### src/dcache_cfg_pkg.sv
package dcache_cfg_pkg;

    // bus widths
    localparam int addr_w = 32;
    localparam int data_w = 32;

    // defaults for the top level parameters
    localparam int index_w_def  = 4;   // 16 sets
    localparam int offset_w_def = 2;   // byte offset in a word
    localparam int ways_def     = 2;

endpackage

### src/dcache_op_pkg.sv
package dcache_op_pkg;

    // main control states
    typedef enum logic [2:0] {
        st_idle,
        st_lookup,
        st_op,
        st_flush,
        st_hit_w,
        st_miss_w,
        st_miss_r_wait,
        st_miss_r_fill
    } fsm_state_t;

    // cache maintenance codes
    typedef enum logic [1:0] {
        cacop_init,      // clear tag and valid
        cacop_idx_inv,   // invalidate by index, way from addr[0]
        cacop_hit_inv,   // invalidate the way that hits
        cacop_none
    } cacop_t;

endpackage

### src/dcache_fsm.sv
`timescale 1ns/1ps

module dcache_fsm #(
    parameter int ways = dcache_cfg_pkg::ways_def
) (
    input  logic                        clk,
    input  logic                        rstn,
    input  logic                        valid,
    input  logic                        flush,
    input  logic                        buf_op,
    input  dcache_op_pkg::cacop_t       buf_cacop,
    input  logic                        buf_wr,
    input  logic                        buf_uncached,
    input  logic                        buf_addr0,
    input  logic                        any_hit,
    input  logic [$clog2(ways)-1:0]     hit_way,
    input  logic [$clog2(ways)-1:0]     lru_way,
    input  logic                        mem_addr_ok,
    input  logic                        mem_data_ok,
    output logic                        ready,
    output logic                        buf_we,
    output logic                        mem_req,
    output logic                        mem_wr,
    output logic [ways-1:0]             data_we,
    output logic [ways-1:0]             fill,
    output logic [ways-1:0]             inv,
    output logic [ways-1:0]             init,
    output logic                        use_en,
    output logic [$clog2(ways)-1:0]     use_way,
    output logic                        fill_sel,
    output logic                        rdata_valid,
    output logic                        op_done
);
    import dcache_op_pkg::*;

    fsm_state_t state_q;
    fsm_state_t state;
    fsm_state_t state_nxt;
    fsm_state_t done_nxt;
    logic       miss;

    // ops share the accept slot with lookups and are told apart by the buffered flag
    assign state = (state_q == st_lookup && buf_op) ? st_op : state_q;

    assign miss     = !any_hit || buf_uncached;
    assign done_nxt = valid ? st_lookup : st_idle;

    always_ff @(posedge clk) begin
        if (!rstn) begin
            state_q <= st_idle;
        end else begin
            state_q <= state_nxt;
        end
    end

    //////////////////////////////
    // next state

    always_comb begin
        state_nxt = st_idle;
        case (state)
            st_idle: state_nxt = done_nxt;
            st_lookup: begin
                if (flush) begin
                    state_nxt = st_flush;
                end else if (buf_wr) begin
                    if (mem_addr_ok) begin
                        state_nxt = done_nxt;
                    end else begin
                        state_nxt = miss ? st_miss_w : st_hit_w;
                    end
                end else if (miss) begin
                    state_nxt = mem_data_ok ? st_miss_r_fill : st_miss_r_wait;
                end else begin
                    state_nxt = done_nxt;
                end
            end
            st_op, st_flush: state_nxt = flush ? st_flush : done_nxt;
            st_hit_w, st_miss_w: state_nxt = mem_addr_ok ? done_nxt : state;
            st_miss_r_wait: state_nxt = mem_data_ok ? st_miss_r_fill : st_miss_r_wait;
            st_miss_r_fill: state_nxt = done_nxt;
            default: state_nxt = st_idle;
        endcase
    end

    //////////////////////////////
    // outputs

    always_comb begin
        ready       = 1'b0;
        mem_req     = 1'b0;
        mem_wr      = 1'b0;
        data_we     = '0;
        fill        = '0;
        inv         = '0;
        init        = '0;
        use_en      = 1'b0;
        use_way     = hit_way;
        fill_sel    = 1'b0;
        rdata_valid = 1'b0;
        op_done     = 1'b0;
        case (state)
            st_idle, st_flush: ready = 1'b1;
            st_lookup: begin
                if (flush) begin
                    ready = 1'b1;   // request dropped
                end else begin
                    if (buf_uncached && any_hit) begin
                        inv[hit_way] = 1'b1;
                    end
                    if (buf_wr) begin
                        mem_req = 1'b1;
                        mem_wr  = 1'b1;
                        ready   = mem_addr_ok;
                        if (!miss) begin
                            data_we[hit_way] = 1'b1;
                            use_en           = 1'b1;
                        end
                    end else if (miss) begin
                        mem_req = 1'b1;
                    end else begin
                        ready       = 1'b1;   // read hit
                        rdata_valid = 1'b1;
                        use_en      = 1'b1;
                    end
                end
            end
            st_op: begin
                ready = 1'b1;
                if (!flush) begin
                    op_done = 1'b1;
                    case (buf_cacop)
                        cacop_init:    init[buf_addr0] = 1'b1;
                        cacop_idx_inv: inv[buf_addr0]  = 1'b1;
                        cacop_hit_inv: inv[hit_way]    = any_hit;
                        default: ;
                    endcase
                end
            end
            st_hit_w, st_miss_w: begin
                mem_req = 1'b1;
                mem_wr  = 1'b1;
                ready   = mem_addr_ok;
            end
            st_miss_r_wait: mem_req = 1'b1;
            st_miss_r_fill: begin
                ready       = 1'b1;
                rdata_valid = 1'b1;
                fill_sel    = 1'b1;
                if (!buf_uncached) begin   // strongly ordered reads never allocate
                    fill[lru_way] = 1'b1;
                    use_en        = 1'b1;
                    use_way       = lru_way;
                end
            end
            default: ;
        endcase
        buf_we = ready;
    end

    // memory request held until acknowledged
    assert property (@(posedge clk) disable iff (!rstn)
        mem_req && mem_wr && !mem_addr_ok |=> mem_req && mem_wr)
        else $error("dcache_fsm: write request dropped before mem_addr_ok");

    assert property (@(posedge clk) disable iff (!rstn)
        mem_req && !mem_wr && !mem_data_ok |=> mem_req && !mem_wr)
        else $error("dcache_fsm: read request dropped before mem_data_ok");

    // no new request taken while a memory read is outstanding
    assert property (@(posedge clk) disable iff (!rstn)
        mem_req && !mem_wr |-> !ready)
        else $error("dcache_fsm: ready while a memory read is outstanding");

endmodule

### src/dcache_req_buf.sv
`timescale 1ns/1ps

module dcache_req_buf (
    input  logic                                clk,
    input  logic                                rstn,
    input  logic                                we,
    input  logic                                valid,
    input  logic                                op,
    input  dcache_op_pkg::cacop_t               cacop,
    input  logic [dcache_cfg_pkg::addr_w-1:0]   addr,
    input  logic                                wr,
    input  logic [dcache_cfg_pkg::data_w/8-1:0] wstrb,
    input  logic [dcache_cfg_pkg::data_w-1:0]   wdata,
    input  logic                                uncached,
    output logic                                buf_op,
    output dcache_op_pkg::cacop_t               buf_cacop,
    output logic [dcache_cfg_pkg::addr_w-1:0]   buf_addr,
    output logic                                buf_wr,
    output logic [dcache_cfg_pkg::data_w/8-1:0] buf_wstrb,
    output logic [dcache_cfg_pkg::data_w-1:0]   buf_wdata,
    output logic                                buf_uncached
);
    import dcache_op_pkg::*;

    logic capture;

    assign capture = we && valid;

    // request kind
    always_ff @(posedge clk) begin
        if (!rstn) begin
            buf_op    <= 1'b0;
            buf_cacop <= cacop_none;
        end else if (capture) begin
            buf_op    <= op;
            buf_cacop <= cacop;
        end
    end

    // payload stays put while the FSM is busy
    always_ff @(posedge clk) begin
        if (capture) begin
            buf_addr     <= addr;
            buf_wr       <= wr;
            buf_wstrb    <= wstrb;
            buf_wdata    <= wdata;
            buf_uncached <= uncached;
        end
    end

endmodule

### src/dcache_top.sv
`timescale 1ns/1ps

module dcache_top #(
    parameter int index_w  = dcache_cfg_pkg::index_w_def,
    parameter int offset_w = dcache_cfg_pkg::offset_w_def,
    parameter int ways     = dcache_cfg_pkg::ways_def
) (
    input  logic                                clk,
    input  logic                                rstn,
    // pipeline side
    input  logic                                valid,
    input  logic                                op,
    input  dcache_op_pkg::cacop_t               cacop,
    input  logic [dcache_cfg_pkg::addr_w-1:0]   addr,
    input  logic                                wr,
    input  logic [dcache_cfg_pkg::data_w/8-1:0] wstrb,
    input  logic [dcache_cfg_pkg::data_w-1:0]   wdata,
    input  logic                                uncached,
    input  logic                                flush,
    output logic                                ready,
    output logic [dcache_cfg_pkg::data_w-1:0]   rdata,
    output logic                                rdata_valid,
    output logic                                op_done,
    output logic                                stall,
    // memory side
    output logic                                mem_req,
    output logic                                mem_wr,
    output logic [dcache_cfg_pkg::addr_w-1:0]   mem_addr,
    output logic [dcache_cfg_pkg::data_w-1:0]   mem_wdata,
    output logic [dcache_cfg_pkg::data_w/8-1:0] mem_wstrb,
    input  logic                                mem_addr_ok,
    input  logic                                mem_data_ok,
    input  logic [dcache_cfg_pkg::data_w-1:0]   mem_rdata
);
    import dcache_cfg_pkg::*;
    import dcache_op_pkg::*;

    localparam int way_w = $clog2(ways);

    logic                 buf_we;
    logic                 buf_op;
    cacop_t               buf_cacop;
    logic [addr_w-1:0]    buf_addr;
    logic                 buf_wr;
    logic [data_w/8-1:0]  buf_wstrb;
    logic [data_w-1:0]    buf_wdata;
    logic                 buf_uncached;

    logic [ways-1:0]        hit;
    logic [ways*data_w-1:0] way_rdata;
    logic [ways-1:0]        data_we;
    logic [ways-1:0]        fill;
    logic [ways-1:0]        inv;
    logic [ways-1:0]        init;

    logic               any_hit;
    logic [way_w-1:0]   hit_way;
    logic [way_w-1:0]   lru_way;
    logic [way_w-1:0]   use_way;
    logic               use_en;
    logic               fill_sel;
    logic [data_w-1:0]  fill_word;

    assign stall     = ~ready;
    assign mem_addr  = buf_addr;
    assign mem_wdata = buf_wdata;
    assign mem_wstrb = buf_wstrb;

    // refill word kept for the fill cycle after mem_data_ok
    always_ff @(posedge clk) begin
        if (mem_data_ok) begin
            fill_word <= mem_rdata;
        end
    end

    dcache_req_buf req_buf_i (
        .clk          (clk),
        .rstn         (rstn),
        .we           (buf_we),
        .valid        (valid),
        .op           (op),
        .cacop        (cacop),
        .addr         (addr),
        .wr           (wr),
        .wstrb        (wstrb),
        .wdata        (wdata),
        .uncached     (uncached),
        .buf_op       (buf_op),
        .buf_cacop    (buf_cacop),
        .buf_addr     (buf_addr),
        .buf_wr       (buf_wr),
        .buf_wstrb    (buf_wstrb),
        .buf_wdata    (buf_wdata),
        .buf_uncached (buf_uncached)
    );

    for (genvar g = 0; g < ways; g++) begin : g_way
        dcache_way #(
            .index_w  (index_w),
            .offset_w (offset_w)
        ) way_i (
            .clk       (clk),
            .rstn      (rstn),
            .addr      (buf_addr),
            .wdata     (buf_wdata),
            .wstrb     (buf_wstrb),
            .fill_data (fill_word),
            .data_we   (data_we[g]),
            .fill      (fill[g]),
            .inv       (inv[g]),
            .init      (init[g]),
            .hit       (hit[g]),
            .rdata     (way_rdata[g*data_w +: data_w])
        );
    end

    dcache_way_select #(
        .index_w (index_w),
        .ways    (ways)
    ) way_select_i (
        .clk       (clk),
        .rstn      (rstn),
        .index     (buf_addr[offset_w +: index_w]),
        .hit       (hit),
        .way_rdata (way_rdata),
        .mem_rdata (fill_word),
        .fill_sel  (fill_sel),
        .use_en    (use_en),
        .use_way   (use_way),
        .any_hit   (any_hit),
        .hit_way   (hit_way),
        .lru_way   (lru_way),
        .rdata     (rdata)
    );

    dcache_fsm #(
        .ways (ways)
    ) fsm_i (
        .clk          (clk),
        .rstn         (rstn),
        .valid        (valid),
        .flush        (flush),
        .buf_op       (buf_op),
        .buf_cacop    (buf_cacop),
        .buf_wr       (buf_wr),
        .buf_uncached (buf_uncached),
        .buf_addr0    (buf_addr[0]),
        .any_hit      (any_hit),
        .hit_way      (hit_way),
        .lru_way      (lru_way),
        .mem_addr_ok  (mem_addr_ok),
        .mem_data_ok  (mem_data_ok),
        .ready        (ready),
        .buf_we       (buf_we),
        .mem_req      (mem_req),
        .mem_wr       (mem_wr),
        .data_we      (data_we),
        .fill         (fill),
        .inv          (inv),
        .init         (init),
        .use_en       (use_en),
        .use_way      (use_way),
        .fill_sel     (fill_sel),
        .rdata_valid  (rdata_valid),
        .op_done      (op_done)
    );

endmodule

### src/dcache_way.sv
`timescale 1ns/1ps

module dcache_way #(
    parameter int index_w  = dcache_cfg_pkg::index_w_def,
    parameter int offset_w = dcache_cfg_pkg::offset_w_def
) (
    input  logic                                clk,
    input  logic                                rstn,
    input  logic [dcache_cfg_pkg::addr_w-1:0]   addr,
    input  logic [dcache_cfg_pkg::data_w-1:0]   wdata,
    input  logic [dcache_cfg_pkg::data_w/8-1:0] wstrb,
    input  logic [dcache_cfg_pkg::data_w-1:0]   fill_data,
    input  logic                                data_we,
    input  logic                                fill,
    input  logic                                inv,
    input  logic                                init,
    output logic                                hit,
    output logic [dcache_cfg_pkg::data_w-1:0]   rdata
);
    import dcache_cfg_pkg::*;

    localparam int sets  = 2 ** index_w;
    localparam int tag_w = addr_w - index_w - offset_w;

    logic [sets-1:0]   valid_q;
    logic [tag_w-1:0]  tag_q  [sets];
    logic [data_w-1:0] data_q [sets];

    logic [index_w-1:0] idx;
    logic [tag_w-1:0]   tag;

    assign idx = addr[offset_w +: index_w];
    assign tag = addr[addr_w-1 -: tag_w];

    assign hit   = valid_q[idx] && (tag_q[idx] == tag);
    assign rdata = data_q[idx];

    //////////////////////////////
    // tag and valid

    always_ff @(posedge clk) begin
        if (!rstn) begin
            valid_q <= '0;
        end else if (init || inv) begin
            valid_q[idx] <= 1'b0;
        end else if (fill) begin
            valid_q[idx] <= 1'b1;
        end
    end

    always_ff @(posedge clk) begin
        if (init) begin
            tag_q[idx] <= '0;
        end else if (fill) begin
            tag_q[idx] <= tag;
        end
    end

    //////////////////////////////
    // data

    always_ff @(posedge clk) begin
        if (fill) begin
            data_q[idx] <= fill_data;   // refill takes the whole word
        end else if (data_we) begin
            for (int b = 0; b < data_w / 8; b++) begin
                if (wstrb[b]) begin
                    data_q[idx][8*b +: 8] <= wdata[8*b +: 8];
                end
            end
        end
    end

endmodule

### src/dcache_way_select.sv
`timescale 1ns/1ps

module dcache_way_select #(
    parameter int index_w = dcache_cfg_pkg::index_w_def,
    parameter int ways    = dcache_cfg_pkg::ways_def
) (
    input  logic                                     clk,
    input  logic                                     rstn,
    input  logic [index_w-1:0]                       index,
    input  logic [ways-1:0]                          hit,
    input  logic [ways*dcache_cfg_pkg::data_w-1:0]   way_rdata,
    input  logic [dcache_cfg_pkg::data_w-1:0]        mem_rdata,
    input  logic                                     fill_sel,
    input  logic                                     use_en,
    input  logic [$clog2(ways)-1:0]                  use_way,
    output logic                                     any_hit,
    output logic [$clog2(ways)-1:0]                  hit_way,
    output logic [$clog2(ways)-1:0]                  lru_way,
    output logic [dcache_cfg_pkg::data_w-1:0]        rdata
);
    import dcache_cfg_pkg::*;

    localparam int way_w = $clog2(ways);
    localparam int sets  = 2 ** index_w;

    logic [sets-1:0] lru_q;   // points at the next victim

    assign any_hit = |hit;

    always_comb begin
        hit_way = '0;
        for (int i = 0; i < ways; i++) begin
            if (hit[i]) begin
                hit_way = way_w'(i);
            end
        end
    end

    // refill word bypasses the arrays
    assign rdata = fill_sel ? mem_rdata : way_rdata[hit_way*data_w +: data_w];

    // one bit per set, two ways
    assign lru_way = lru_q[index];

    always_ff @(posedge clk) begin
        if (!rstn) begin
            lru_q <= '0;
        end else if (use_en) begin
            lru_q[index] <= ~use_way[0];
        end
    end

    // a tag lives in one way only, fills happen on misses
    assert property (@(posedge clk) disable iff (!rstn) $onehot0(hit))
        else $error("dcache_way_select: hit vector %b has more than one way", hit);

endmodule

### config.mk
export PLATFORM = sky130hd
export DESIGN_NAME = dcache_top
export DESIGN_NICKNAME = d
export VERILOG_FILES = /design/src/dcache_cfg_pkg.sv /design/src/dcache_op_pkg.sv /design/src/dcache_fsm.sv /design/src/dcache_req_buf.sv /design/src/dcache_top.sv /design/src/dcache_way.sv /design/src/dcache_way_select.sv
export SDC_FILE = /design/constraint.sdc
export NUM_CORES = 2
export LEC_CHECK = 0
export BUFFER_PORTS_ARGS = -buffer_cell sky130_fd_sc_hd__buf_2
export CORE_MARGIN = 1.5
export CORE_UTILIZATION = 35
export DETAILED_ROUTE_END_ITERATION = 10
export HOLD_SLACK_MARGIN = 0.02
export PLACE_DENSITY = 0.61
export SYNTH_ARGS = -nofsm -noshare
export SYNTH_HDL_FRONTEND = slang
export SYNTH_SLANG_ARGS = --single-unit
### constraint.sdc
create_clock -name clk -period 10.85 [get_ports clk]
set_clock_uncertainty 0.1 [all_clocks]
set_input_delay 2.7125 -clock clk [delete_from_list [all_inputs] [get_ports clk]]
set_output_delay 2.7125 -clock clk [all_outputs]
set_load 0.02 [all_outputs]
==> flow_metrics.py <==
metrics = {
    "finish": {
        "most-common-layout-cells": "edfxtp_1, mux4_2, buf_2, nor2_1, clkbuf_16",
        "layout-drive-gt1-share_pct": 28.3,
        "area_delta_synth_final_pct": 13.9,
        "layout.nets": 4257,
        "final_cell_area_sq_um": 91100,
        "fillers": 20000,
        "layout_commonest_cell": "edfxtp_1",
    },
    "placed_design": {
        "pre_cts_ws_ps": 2780,
        "port_buffers": 216,
        "placed_cell_area_sq_um": 84800,
        "gp_congestion": 0.792,
        "dp_hpwl_microns": 124000,
    },
    "setup_path": {
        "critical_path_class": "flip-flop to output pin",
        "startpoint_type": "flip-flop",
        "worstPathArrival_ps": 6230,
        "reg2regPathDepth": 11,
        "endpoint_kind": "output pin",
        "cp.required_ps": 8040,
        "crit_path_max_fanout": 99,
        "rrSetupSlack_ps": 4110,
        "r2r-end": "g_way[0].way_i.data_q[4][24]",
    },
    "clocking": {
        "tritoncts": "done",
        "clock_latency_ps": 840,
        "hold_buffers": 0,
        "clockRootBuffer": "clkbuf_16",
        "clock-sinks": 2016,
        "clkTransAtPathRegs_ps": 60,
        "postCtsSetupBuffers": 0,
        "cts_resized": 0,
        "htree_levels": 4,
        "cts_buffers": 200,
        "clock_path_buffers": 3,
    },
    "global_route": {
        "grt_max_degree": 112,
        "grt_pass1_wl_microns": 287000,
        "globalRouteOverflowTotal": 0,
        "antenna_found_initial": 9,
        "grt_pass1_vias": 39700,
        "grt_use_total_pct": 17.0,
    },
    "routing": {
        "firstDrtPassIters": 7,
        "routedWlPerCell_microns": 27.2,
        "ant_nets": 0,
        "vias": 39400,
        "routed_wl_microns": 199000,
        "drc": 0,
        "vias_per_cell": 5.39,
        "drt-initial-drc-count": 4109,
    },
    "synthesis": {
        "ys_warn_count": 0,
        "synth_enable_flop_cells": 1958,
        "synth.ff_latch_count": 2016,
        "synth_cell_types": 74,
        "syn_area_sq_um": 80000,
        "syn_inst": 3858,
        "async_flop_share_pct": 0,
        "yosysSeqAreaShare_pct": 74.9,
        "syn_avg_cell_area_sq_um": 20.7,
        "syn-num-nets": 3972,
        "yosys_most_used_dff": "edfxtp_1",
    },
    "power": {
        "power_frac_comb_pct": 7.8,
        "p_int_mw": 12.8,
        "ir_drop_mv": 0.135,
        "p_clk_share_pct": 40.2,
        "switching_share_pct": 23.0,
        "p_total_mw": 16.6,
        "power.density_nw_per_um2": 182,
        "p_leak_nw": 26.5,
        "switchingPower_mw": 3.82,
        "p_seq_share_pct": 52.0,
    },
    "hold_path": {
        "hp-start": "req_buf_i.buf_op",
        "min_to": "req_buf_i.buf_op",
        "hp-class": "flip-flop to flip-flop",
        "worstHoldPathCells": 2,
    },
    "floorplanning": {
        "num_io_pins": 217,
        "die_area_sq_um": 231000,
        "die_y_microns": 481,
        "die_w_microns": 481,
        "core_area_sq_um": 227000,
        "num_rows": 175,
        "start_util_pct": 35.2,
    },
    "sta": {
        "fin_ws_ps": 1810,
        "setup_viol_count_final": 0,
        "drv_slew": 0,
        "max_freq_mhz": 111,
        "worst_pin_slew_ps": 1150,
        "slew_headroom_pct": 23.2,
        "fin_crit_sh_pct": 83.3,
        "hold_viol": 0,
        "rsz0062_at_grt": "false",
        "final.setup.tns_ps": 0,
        "fin_crit_ps": 9040,
    },
    "run_status": {
        "run_status": "completed",
    },
    "flow_run": {
        "drv_cap": 0,
    },
}
==> through the flow <==
| step | instances | hold slack (ps) | utilization [%] |
|---|---|---|---|
| floorplan | 3858 | 357 | - |
| global placement | 6950 | 394 | 37.3 |
| detailed placement | 6950 | 397 | 37.3 |
| CTS | 7314 | 410 | 40.1 |
| global route | 7314 | 437 | 40.1 |
| finish | 7317 | 412 | 40.1 |
==> Yosys cell counts (all sizes together), types with 24 or more instances <==
master / number / area [sq um]
and3: 39 / 244
a21oi: 24 / 139
nor2: 236 / 886
mux2: 81 / 912
clkbuf: 103 / 387
o221a: 29 / 327
o21ai: 59 / 295
a22oi: 34 / 255
buf: 124 / 758
and2: 36 / 225
edfxtp: 1958 / 58800
mux4: 492 / 11100
xnor2: 37 / 324
nand2: 72 / 288
nand3: 39 / 220
inv: 32 / 120
mux2i: 186 / 1860
dfxtp: 58 / 1160
==> critical path: stages, from the launching register on <==
cell and delay (ps):
dfxtp_4 780, buf_12 670, nor2b_1 710, a22o_1 280, a221oi_1 60, xnor2_1 220
a41oi_1 200, nor4b_1 580, and3_2 280, buf_4 650, mux2i_1 350, o21ai_1 120
buf_2 200
==> cell type report <==
type	count	area, sq um	share of cell area, %
Multi-Input combinational cell	1582	19100	21.0
Antenna cell	3	7.51	0.00824
Inverter	33	129	0.141
Clock buffer	243	5190	5.69
Tap cell	3009	3760	4.13
Clock inverter	121	1120	1.22
Timing Repair Buffer	310	1850	2.03
Sequential cell	2016	60000	65.8
==> metal layers <==
layer	track usage [%]	part of all wire, %
met1	23.6	43
met2	27.7	49
met3	3.22	6.6
met4	4.26	2.2
met5	0.0829	0.0045
==> how the worst max path moves through the flow <==
stage	to	slack, ps	cells past startpoint
after detailed placement	rdata[10]	2780	12
after global placement	rdata[0]	2860	8
after floorplan	ready	3900	4
final	rdata[10]	1810	12
after global routing	rdata[10]	1470	12
after CTS	rdata[10]	1820	12
==> cell families (layout without fill, tap and decap cells) <==
logic type / Yosys count / count (layout) / share of synthesized area, %
other: 0 / 3 / 0
adder cells (fa/ha/maj): 3 / 3 / 0.0469
buffers and inverters: 260 / 707 / 1.59
multiplexers: 759 / 759 / 17.3
flip-flops: 2016 / 2016 / 74.9
XOR/XNOR: 54 / 54 / 0.591
AND/OR/NAND/NOR: 530 / 530 / 3.25
AO/OA/AOI/OAI: 236 / 236 / 2.27
==> flip-flops by register name, summed over array words and instances (netlist names), 2 cells and up, named ones only <==
| name | cells |
|---|---|
| req_buf_i.buf_wdata | 32 |
| g_way.way_i.tag_q | 832 |
| fsm_i.state_q | 3 |
| req_buf_i.buf_wstrb | 4 |
| fill_word | 32 |
| way_select_i.lru_q | 16 |
| g_way.way_i.data_q | 1024 |
| req_buf_i.buf_addr | 32 |
| req_buf_i.buf_cacop | 2 |
==> power by group through the flow <==
| stage | clock, mW | sequential (mW) | combinational [mW] |
|---|---|---|---|
| after CTS | 6.81 | 8.64 | 1.31 |
| after floorplan | 0 | 8.77 | 0.862 |
| after global routing | 7.09 | 8.64 | 1.37 |
| after detailed placement | 0 | 8.81 | 1.31 |
| after global placement | 0 | 8.81 | 1.30 |
| final | 6.69 | 8.64 | 1.29 |
No activity file was read; power rests on OpenSTA's default activity.
